<file path="src/source/cnn_rx_pkg.sv">
// Receiver widths, class and channel counts, bias ROM addresses and bus structs
package cnn_rx_pkg;

    // Lane geometry fixed by the MAC array
    localparam int NUM_CH      = 16;
    localparam int ACC_W       = 20;
    localparam int DATA_W      = 16;

    // Classifier and pooled map sizes
    localparam int NUM_CLASSES = 10;
    localparam int POOL_ADDR_W = 8;
    localparam int CLASS_W     = 4;

    // Bias ROM word per layer
    localparam int BIAS_ADDR_W = 4;
    localparam logic [BIAS_ADDR_W-1:0] BIAS_ADDR_CONV  = 4'd0;
    localparam logic [BIAS_ADDR_W-1:0] BIAS_ADDR_CLASS = 4'd1;

    // One result beat from the MAC array
    typedef struct packed {
        logic                          valid;
        logic [NUM_CH-1:0][ACC_W-1:0]  acc;
    } mac_beat_t;

    // Lane k holds the bias of channel k or class k
    typedef logic [NUM_CH-1:0][DATA_W-1:0] bias_word_t;

    // Pooled pixel write, all channels at one address
    typedef struct packed {
        logic                          en;
        logic [POOL_ADDR_W-1:0]        addr;
        logic [NUM_CH-1:0][DATA_W-1:0] data;
    } fmap_wr_t;

    // Class scores, each one read as signed
    typedef logic [NUM_CLASSES-1:0][DATA_W-1:0] score_vec_t;

    typedef struct packed {
        logic               valid;
        logic [CLASS_W-1:0] digit;
    } digit_t;

endpackage

</file>
<file path="src/source/score_bank.sv">
// Biased class score register file with full-set pulse
module score_bank
    import cnn_rx_pkg::*;
(
    input  logic       clk,
    input  logic       rst,
    input  mac_beat_t  beat_i,
    input  bias_word_t bias_i,
    output score_vec_t scores_o,
    output logic       scores_full_o
);

    logic [CLASS_W-1:0] cls_q;
    logic               full_q;
    score_vec_t         scores_q;

    // Class index of the next beat
    always_ff @(posedge clk or posedge rst)
    begin
        if (rst)
        begin
            cls_q  <= '0;
            full_q <= 1'b0;
        end
        else
        begin
            full_q <= 1'b0;
            if (beat_i.valid)
            begin
                if (cls_q == CLASS_W'(NUM_CLASSES - 1))
                begin
                    cls_q  <= '0;
                    full_q <= 1'b1;
                end
                else
                begin
                    cls_q <= cls_q + 1'b1;
                end
            end
        end
    end

    // Score wraps at DATA_W bits, lane 0 carries the class result
    always_ff @(posedge clk)
    begin
        if (beat_i.valid)
        begin
            scores_q[cls_q] <= beat_i.acc[0][DATA_W-1:0] + bias_i[cls_q];
        end
    end

    assign scores_o      = scores_q;
    assign scores_full_o = full_q;

    a_cls_range: assert property (
        @(posedge clk) disable iff (rst)
        cls_q <= CLASS_W'(NUM_CLASSES - 1)
    );

endmodule

</file>
<file path="config.mk">
export PLATFORM = sky130hd
export DESIGN_NAME = score_bank
export DESIGN_NICKNAME = d
export VERILOG_FILES = /design/src/source/cnn_rx_pkg.sv /design/src/source/score_bank.sv
export SDC_FILE = /design/constraint.sdc
export NUM_CORES = 1
export LEC_CHECK = 0
export ABC_AREA = 1
export BUFFER_PORTS_ARGS = -buffer_cell sky130_fd_sc_hd__buf_2
export CELL_PAD_IN_SITES_DETAIL_PLACEMENT = 1
export CELL_PAD_IN_SITES_GLOBAL_PLACEMENT = 1
export CORE_AREA = 8 8 280 282
export CTS_CLUSTER_SIZE = 8
export DETAILED_ROUTE_END_ITERATION = 12
export DIE_AREA = 0 0 288 290
export GPL_ROUTABILITY_DRIVEN = 0
export PLACE_DENSITY_LB_ADDON = 0.05
export SLEW_MARGIN = 20
export SYNTH_ARGS = -nofsm -noshare
export SYNTH_HDL_FRONTEND = slang
export SYNTH_SLANG_ARGS = --single-unit
</file>
<file path="constraint.sdc">
create_clock -name clk -period 6.9 [get_ports clk]
set_input_delay 1.38 -clock clk [delete_from_list [all_inputs] [get_ports clk]]
set_output_delay 1.38 -clock clk [all_outputs]
set_load 0.005 [all_outputs]
</file>
==> impl_metrics.tcl <==
set metrics [dict create \
    status "finished clean" \
    synthTopCellsByArea "edfxtp_1 63%, a22oi_1 12%, nand2_1 7.4%, a21oi_1 2.9%, ha_1 2.5%" \
    path_clk_slew_ns 0.08 \
    grt_pass1_wl_um 70810 \
    yosys-top-cells-count "160 x edfxtp_1, 150 x nand2_1, 119 x a22oi_1" \
    synth_warnings 0 \
    drt-total-wl_um 53230 \
    die_w_um 288 \
    clkSinkCount 165 \
    io_pins 740 \
    cts-htree-levels 4 \
    required_ns 7.03 \
    hpwl_um 44270 \
    dr.first_iter.drc_count 314 \
    syn-num-nets 1248 \
    track_usage 0.1233 \
    rows 100 \
    die_area_um2 83520 \
    min_path_type "flip-flop to flip-flop" \
    cts_setup_buffers 0 \
    relSlewSlack 0.4050 \
    synth_top_family_by_area "compound AO/OA/AOI/OAI gates" \
    antenna_found_initial 45 \
    worst_pin_slew_ns 0.8895 \
    setup_viol 0 \
    synthDistinctLibCells 32 \
    ys_async_sr_fraction 0.03030 \
    stdcell_area_um2 11740 \
    cts-root-buf "clkbuf_16" \
    crit_path_max_fanout 20 \
    synth_area_leader_cell "edfxtp_1" \
    clockBufferDepth 2 \
    synth-simple-area-share 0.1098 \
    layout.nets 1696 \
    syn_area_per_cell_um2 11.73 \
    r2r_setup_slack_ns 1.89 \
    syn_inst 653 \
    rsz0062_at_grt "no" \
    synth.mux.area_fraction 0 \
    drc_errors 0 \
    synth_seq_cells 165 \
    tns_ns 0 \
    synth_xor_xnor_area_share 0.01487 \
    place_area_um2 11110 \
    coreArea_um2 73820 \
    clock_latency_ns 0.44 \
    dr.pass1.iters 4 \
    wire_per_inst_um 25.32 \
    drive_gt1_frac 0.4587 \
    ir_drop_mv 0.1751 \
    chipHeight_um 290 \
    critPathLaunchType "flip-flop" \
    synth_top_area_share 0.6273 \
    num_vias 7300 \
    netlist_area_um2 7659 \
    min_period_ns 5.008 \
    synth_flop_cell "edfxtp_1" \
    ant_nets 0 \
    cts_tree "built" \
    slew_viol_final 0 \
    skew_ns 0.01578 \
    ys_seq_area_frac 0.6437 \
    p_per_area_nw_per_um2 537.5 \
    synth_most_common_cell "edfxtp_1" \
    ctsResizeCount 0 \
    worstSetupPathType "flip-flop to flip-flop" \
    arrival_ns 5.13 \
    overflow 0 \
    crit_path_end_kind "flip-flop" \
    area_growth_pct 53.32 \
    synthAdderAreaFrac 0.02712 \
    viasPerCell 3.473 \
    start_util 0.1037 \
    numCtsBuffers 17 \
    grt_pass1_vias 7988 \
    maxCapViolations 0 \
    synth_edf_count 160 \
    leakage_nw 4.808 \
    fmax_mhz 199.7 \
    finalHoldViolCount 0 \
    portBuffers 435 \
    synth_compound_area_frac 0.1678 \
    grt_max_degree 25 \
    hold_buffers 0 \
    period_share 0.7257 \
]
## placed cells by master, fill, tap and decap left out
master / instances
buf_2: 435
edfxtp_1: 160
nand2_1: 150
a22oi_1: 119
a21oi_1: 45
inv_1: 28
buf_4: 24
diode_2: 19
clkbuf_16: 17
o21ai_1: 16
ha_1: 15
nor2_1: 13
nand3_1: 12
xor2_1: 10
nor2_2: 9
nand4_1: 9
o21ai_0: 6
inv_2: 5
dfrtp_1: 5
nor2_4: 4
clkinvlp_4: 4
nor3_2: 3
xnor2_1: 3
inv_6: 3
bufinv_16: 2
clkinv_1: 2
clkinv_4: 2
o221ai_1: 1
a22oi_2: 1
nand4_2: 1
a21o_1: 1
and2_1: 1
a21boi_0: 1
nor3_1: 1
o21bai_1: 1
a31oi_1: 1
o22ai_1: 1
fa_1: 1
inv_8: 1
clkbuf_1: 1
## metrics by stage
stage | power [mW] | setup slack, ns | cells | hold WS (ns) | util
5_1_grt | 6.890 | 1.404 | 2086 | 0.9223 | 0.1585
6_report | 6.312 | 1.892 | 2102 | 0.8605 | 0.1591
2_1_floorplan | 3.764 | 3.438 | 653 | 0.6235 | -
3_5_place_dp | 5.618 | 1.607 | 2051 | 0.8716 | 0.1505
3_3_place_gp | 5.628 | 1.603 | 2051 | 0.8670 | 0.1505
4_1_cts | 6.600 | 1.562 | 2083 | 0.8866 | 0.1584
## registers in the layout, indices dropped and copies added (netlist names)
signal / cells
cls_q: 4
scores_full_o: 1
scores_o: 160
## cell type report
| type | instances | area (um2) |
|---|---|---|
| fillers | 8688 | 62080 |
| flip-flops and latches | 165 | 4930 |
| multi-input cells | 425 | 2490 |
| repair buffers | 459 | 2357 |
| well taps | 969 | 1212 |
| clock buffers | 18 | 429.2 |
| clock inverters | 14 | 152.6 |
| inverters | 33 | 123.9 |
| diodes | 19 | 47.55 |
## layer usage
layer / global-route usage / vias up / wire [um]
met2: 0.2006 / 392 / 24120
met5: 0 / - / 265
li1: - / 3386 / -
met4: 0.02602 / 44 / 781
met3: 0.05596 / 70 / 5454
met1: 0.1486 / 3408 / 22610
## critical path: stages (launching register included)
cell and delay (ns):
dfrtp_1 0.65, nor2_4 0.69, buf_4 0.37, a22oi_1 0.12, a21oi_1 0.24, o21ai_1 0.16
nand2_1 0.22, ha_1 0.22, inv_1 0.06, fa_1 0.41, o21ai_1 0.43, nand2_1 0.09
nand2_1 0.15, nand3_1 0.10, nand2_1 0.09, xor2_1 0.64
## final timing paths
path                                from  cells after the start           end
worst min-delay path            cls_q[2]                      2      cls_q[2]
worst min register to register  cls_q[2]                      2      cls_q[2]
max in group asynchronous            rst                      2      cls_q[3]
worst max-delay path            cls_q[0]                     15  scores_o[46]
worst max register to register  cls_q[0]                     15  scores_o[46]
min in group asynchronous            rst                      2      cls_q[0]
## power breakdown
part	internal (mW)	switching [mW]
sequential	1.97	0.0923
clock	0.537	0.426
combinational	0.863	2.42
## cells by family (layout without fill, tap and decap cells)
| kind of cell | after synthesis | in the layout |
|---|---|---|
| AND/OR/NAND/NOR | 203 | 203 |
| AO/OA/AOI/OAI | 193 | 193 |
| flip-flops | 165 | 165 |
| buffers and inverters | 63 | 524 |
| adder cells (fa/ha/maj) | 16 | 16 |
| XOR/XNOR | 13 | 13 |
| other | 0 | 19 |
(Power assumes the default switching activity.)
