### config.mk
export PLATFORM = sky130hd
export DESIGN_NAME = rx_sequencer
export DESIGN_NICKNAME = d
export VERILOG_FILES = /design/src/source/cnn_rx_pkg.sv /design/src/source/rx_sequencer.sv
export SDC_FILE = /design/constraint.sdc
export NUM_CORES = 1
export LEC_CHECK = 0
export BUFFER_PORTS_ARGS = -buffer_cell sky130_fd_sc_hd__buf_2
export CAP_MARGIN = 15
export CORE_AREA = 2 2 381 383
export CTS_CLUSTER_DIAMETER = 40
export CTS_CLUSTER_SIZE = 10
export DETAILED_ROUTE_END_ITERATION = 10
export DIE_AREA = 0 0 383 385
export MAX_ROUTING_LAYER = met4
export PLACE_DENSITY = 0.33
export SLEW_MARGIN = 20
export SYNTH_ARGS = -nofsm -noshare
export SYNTH_HDL_FRONTEND = slang
export SYNTH_SLANG_ARGS = --single-unit
### constraint.sdc
create_clock -name clk -period 0.9 [get_ports clk]
set_input_delay 0.09 -clock clk [delete_from_list [all_inputs] [get_ports clk]]
set_output_delay 0.09 -clock clk [all_outputs]
set_load 0.005 [all_outputs]
### src/source/cnn_rx_pkg.sv
// Receiver widths, class and channel counts, bias ROM addresses and bus structs
package cnn_rx_pkg;

    // Lane geometry fixed by the MAC array
    localparam int NUM_CH      = 16;
    localparam int ACC_W       = 20;
    localparam int DATA_W      = 16;

    // Classifier and pooled map sizes
    localparam int NUM_CLASSES = 10;
    localparam int POOL_ADDR_W = 8;
    localparam int CLASS_W     = 4;

    // Bias ROM word per layer
    localparam int BIAS_ADDR_W = 4;
    localparam logic [BIAS_ADDR_W-1:0] BIAS_ADDR_CONV  = 4'd0;
    localparam logic [BIAS_ADDR_W-1:0] BIAS_ADDR_CLASS = 4'd1;

    // One result beat from the MAC array
    typedef struct packed {
        logic                          valid;
        logic [NUM_CH-1:0][ACC_W-1:0]  acc;
    } mac_beat_t;

    // Lane k holds the bias of channel k or class k
    typedef logic [NUM_CH-1:0][DATA_W-1:0] bias_word_t;

    // Pooled pixel write, all channels at one address
    typedef struct packed {
        logic                          en;
        logic [POOL_ADDR_W-1:0]        addr;
        logic [NUM_CH-1:0][DATA_W-1:0] data;
    } fmap_wr_t;

    // Class scores, each one read as signed
    typedef logic [NUM_CLASSES-1:0][DATA_W-1:0] score_vec_t;

    typedef struct packed {
        logic               valid;
        logic [CLASS_W-1:0] digit;
    } digit_t;

endpackage

### src/source/rx_sequencer.sv
// Layer phase FSM with bias address selection and beat routing
module rx_sequencer
    import cnn_rx_pkg::*;
(
    input  logic                   clk,
    input  logic                   rst,
    input  mac_beat_t              mac_i,
    input  logic                   frame_done_i,
    input  logic                   scores_full_i,
    output mac_beat_t              conv_beat_o,
    output mac_beat_t              fc_beat_o,
    output logic [BIAS_ADDR_W-1:0] bias_addr_o,
    output logic                   conv_phase_o
);

    typedef enum logic [1:0] {
        ST_CONV,
        ST_FC,
        ST_WAIT
    } rx_state_e;

    rx_state_e state_q;
    rx_state_e state_d;
    logic      conv_phase_q;
    logic      conv_phase_d;

    // Phase flips on the handover edge, WAIT absorbs the gap cycle
    always_comb
    begin
        state_d      = state_q;
        conv_phase_d = conv_phase_q;
        case (state_q)
            ST_CONV:
            begin
                if (frame_done_i)
                begin
                    state_d      = ST_WAIT;
                    conv_phase_d = 1'b0;
                end
            end
            ST_FC:
            begin
                if (scores_full_i)
                begin
                    state_d      = ST_WAIT;
                    conv_phase_d = 1'b1;
                end
            end
            default:
            begin
                state_d = conv_phase_q ? ST_CONV : ST_FC;
            end
        endcase
    end

    always_ff @(posedge clk or posedge rst)
    begin
        if (rst)
        begin
            state_q      <= ST_CONV;
            conv_phase_q <= 1'b1;
        end
        else
        begin
            state_q      <= state_d;
            conv_phase_q <= conv_phase_d;
        end
    end

    // Payload goes to both consumers, only one sees valid
    always_comb
    begin
        conv_beat_o       = mac_i;
        fc_beat_o         = mac_i;
        conv_beat_o.valid = mac_i.valid && (state_q == ST_CONV);
        fc_beat_o.valid   = mac_i.valid && (state_q == ST_FC);
    end

    assign bias_addr_o  = conv_phase_q ? BIAS_ADDR_CONV : BIAS_ADDR_CLASS;
    assign conv_phase_o = conv_phase_q;

    // MAC array must stay idle for the cycle following a layer handover
    a_no_beat_in_gap: assert property (
        @(posedge clk) disable iff (rst)
        (frame_done_i || scores_full_i) |=> !mac_i.valid
    );

endmodule

==> results.txt <==
----------------------------------------------------
[Critical path]
  Critical path startpoint category ... flop
  Crit path cell chain ... nor3b_2, buf_6
  Capture point of the worst path ... conv_beat_o[320]
  First element of the critical path ... state_q[0]
  Worst EP required ... 0.81 ns
  Worst stage delay on the critical path ... 0.41 ns
  Critical-path maximum fanout ... 4
  Instance count on the critical path ... 2
  Sort of element at the end of the critical path ... output port
  Worst Path Class, Setup ... flop to output port
  Slowest-stage cell, CP ... sky130_fd_sc_hd__dfrtp_1
  Source of the worst register-to-register timing path ... conv_phase_o
  Number of cells on the worst reg-to-reg path ... 3
  RR Endpoint ... conv_phase_o
  Setup slack, reg-to-reg ... -0.03 ns
  Category of cells accounting for the largest share of critical-path delay ... flip-flops
  Arrival @ worst endpoint ... 1.00 ns
  Buffering stage count on the worst path with inverters included ... 1

[Global routing]
  First-pass GRT wire length ... 71300 um
  Global-route track usage on met3 ... 20.39%
  Grt met1 use ... 1.201%
  Most congested layer reported by global routing ... met3
  Pin count of the biggest net entering global routing ... 5
  Remaining global-route overflow ... 0
  Number of antenna violations at the first check in global routing ... 4
  Met2 layer usage reported by global route ... 13.55%
  Via count of the first global-routing pass ... 1372
  Total GRT Usage ... 9.069%

[Finish]
  Multi-input combinational cell area ... 82.58 um^2
  Count of non-filler cells in the finished layout ... 1941
  Fin nets ... 364
  Area overhead of the layout relative to synthesis ... -44.85%
  Inserted Diodes ... 0
  Share of layout cells above drive strength 1 ... 60.53%
  Number of fill cells ... 17108
  Seq. cell area ... 76.32 um^2

[Timing]
  Time the final worst path needs with I/O delays and setup ... 1.094 ns
  Max Clock Freq ... 0.9143 GHz
  Crit share post-route ... 121.5%
  RSZ-0062 raised after global routing ... yes
  Max-slew violation total from the final report ... 0
  Maximum clock skew at final layout ... 0.0002295 ns
  Setup-violating endpoint count in the final report ... 6
  Smallest setup slack after layout ... -0.1937 ns
  Final Hold Vio Count ... 0

[Min path]
  Type of the most critical hold path ... input port to flop

[Run]
  Number of max-cap violations ... 0

[Detailed routing]
  Vias post-DR ... 1376
  Drt drc ... 0
  Average routed wire per standard cell ... 35.31 um
  1st-pass router iterations ... 4
  Final wirelength ... 68540 um
  DRC violation total after the first TritonRoute iteration ... 81
  Number of nets with antenna violations after detailed routing ... 0
  Vias per Instance ... 0.7089

[Synth]
  List of most frequent post-synthesis cells ... sky130_fd_sc_hd__buf_4 (643), sky130_fd_sc_hd__inv_1 (3), sky130_fd_sc_hd__a21oi_1 (2), sky130_fd_sc_hd__dfrtp_1 (2), sky130_fd_sc_hd__nor2_1 (2)
  Post-synth top flop ... sky130_fd_sc_hd__dfrtp_1
  Asr flop ratio synth ... 100.0%
  Area share of the leading cell type in the synthesized netlist ... 96.98%
  Most frequent cell after synthesis ... sky130_fd_sc_hd__buf_4
  Average cell area after synthesis ... 7.541 um^2
  Number of register bits inferred by synthesis ... 3
  Instance count of the mapped netlist ... 660
  Synthesized area ... 0.004977 mm^2
  Number of warnings issued by yosys ... 0
  Post-synth top area cell ... sky130_fd_sc_hd__buf_4
  Number of flops mapped to enable cells by yosys ... 0
  Sequential element share of the synthesized area ... 1.533%
  Cells taking the most area after synthesis ... sky130_fd_sc_hd__buf_4 (97%), sky130_fd_sc_hd__dfrtp_1 (1.0%), sky130_fd_sc_hd__dfstp_2 (0.53%), sky130_fd_sc_hd__inv_1 (0.23%), sky130_fd_sc_hd__a21oi_1 (0.20%)
  Count of unique library cells instantiated by Yosys ... 13

[Clock tree]
  Clock latency at the later pin of the worst-skew pair ... 0.23 ns
  CTS tree ... yes
  Worst-case clock buffer depth ... 2
  Clock edge transition at the registers on the reported setup and hold paths ... 0.03 ns
  Root cell of the clock tree ... sky130_fd_sc_hd__clkbuf_16
  H-tree levels ... 1
  Clock buffers created by TritonCTS ... 3
  Total clock sinks ... 3

[Power]
  VDD IR-drop max ... 0.3664 mV
  Pwr Density ... 548.8 mW/mm^2
  Leak ... 0.1927 nW

[Status]
  Run status ... finished with violations
  Violated checks ... setup timing

[Placed design]
  Count of input and output buffers ... 8
  DP Worst Slack ... -0.04382 ns
  Placer congestion estimate ... 0.6863
  Post-placement cell count ... 1933

[Floorplan]
  Starting density of the core ... 3.477%
  Die area ... 0.1475 mm^2
  I/O pin count ... 972
  Chip Height ... 385 um
  Floorplan row count ... 139
  Die W ... 383 um
  Placeable core region ... 0.1431 mm^2

----------------------------------------------------
-- through the flow --
stage / power [W] / util (%) / cell area (um^2) / TNS [ns] / hold slack [ns]
after global routing: 0.001644 / 1.918 / 2745 / -1.270 / 0.1279
after detailed placement: 0.0006499 / 1.817 / 2601 / -0.08701 / -0.02327
after global placement: 0.0006662 / 1.817 / 2601 / -0.1485 / -0.02560
after CTS: 0.001489 / 1.907 / 2730 / -1.142 / 0.1004
final: 0.001506 / 1.918 / 2745 / -0.7685 / 0.1102
after floorplan: 0.002697 / - / 4985 / 0 / -0.1571
-- layout make-up --
| type | instances | area share, % |
|---|---|---|
| well taps | 1903 | 86.74 |
| flip-flops and latches | 3 | 2.780 |
| inverters | 3 | 0.4102 |
| repair buffers | 15 | 4.193 |
| multi-input cells | 13 | 3.008 |
| clock buffers | 4 | 2.871 |
-- cells in the final DEF, fill, tap and decap left out --
cell type | Yosys | layout
sky130_fd_sc_hd__a21oi_2 | 0 | 2
sky130_fd_sc_hd__dlygate4sd3_1 | 0 | 1
sky130_fd_sc_hd__nor2_1 | 2 | 2
sky130_fd_sc_hd__clkbuf_1 | 0 | 1
sky130_fd_sc_hd__and3_2 | 1 | 1
sky130_fd_sc_hd__buf_6 | 0 | 4
sky130_fd_sc_hd__nand2b_1 | 1 | 1
sky130_fd_sc_hd__nand2_1 | 1 | 1
sky130_fd_sc_hd__o22ai_1 | 1 | 1
sky130_fd_sc_hd__conb_1 | 1 | 3
sky130_fd_sc_hd__mux2i_1 | 1 | 1
sky130_fd_sc_hd__dfstp_2 | 1 | 1
sky130_fd_sc_hd__nor3b_2 | 0 | 1
sky130_fd_sc_hd__inv_2 | 0 | 1
sky130_fd_sc_hd__clkbuf_16 | 0 | 3
sky130_fd_sc_hd__dfrtp_1 | 2 | 2
sky130_fd_sc_hd__inv_1 | 3 | 2
sky130_fd_sc_hd__buf_2 | 0 | 6
sky130_fd_sc_hd__buf_4 | 643 | 4
-- logic make-up after synthesis --
group                  count (synthesis)  synth area share (%)
other                                  1               0.07534
AND/OR/NAND/NOR                        6                0.6538
buffers and inverters                646                 97.21
AO/OA/AOI/OAI                          3                0.3269
multiplexers                           1                0.2011
flip-flops                             3                 1.534
-- how the worst min path moves through the flow --
| stage | start | end | cells past startpoint |
|---|---|---|---|
| final | scores_full_i | state_q[0] | 2 |
| after global routing | scores_full_i | state_q[0] | 2 |
| after detailed placement | rst | state_q[1] | 2 |
| after global placement | rst | state_q[1] | 2 |
| after floorplan | rst | state_q[0] | 1 |
| after CTS | scores_full_i | state_q[0] | 2 |
-- power breakdown --
group,leakage [nW],total (W),internal (W),switching (W)
Clock,0.0382,0.000708,0.000585,0.000123
Combinational,0.119,0.000518,0.000309,0.000209
Sequential,0.0353,0.000281,0.000203,0.0000785
Total,0.193,0.00151,0.00110,0.000410
-- state kept, by name (all words and copies together) (netlist names) --
| register | flops |
|---|---|
| conv_phase_o | 1 |
| state_q | 2 |
-- per-layer routing --
layer / wire length, um / up-vias
met2: 30170 / 845
met1: 3331 / 295
met3: 33050 / 144
li1: - / 92
met4: 1980 / 0
met5: 0 / -
-- what timing repair did --
| item | CTS | global route |
|---|---|---|
| setup endpoints to repair | 5 | 7 |
| hold buffers | 1 | 0 |
| gates resized for setup | 6 | 5 |
| pin swaps | 0 | 2 |
| endpoints found under the hold margin | 3 | 0 |
| buffers inserted | 3 | 1 |
No activity file was read; power rests on OpenSTA's default activity.
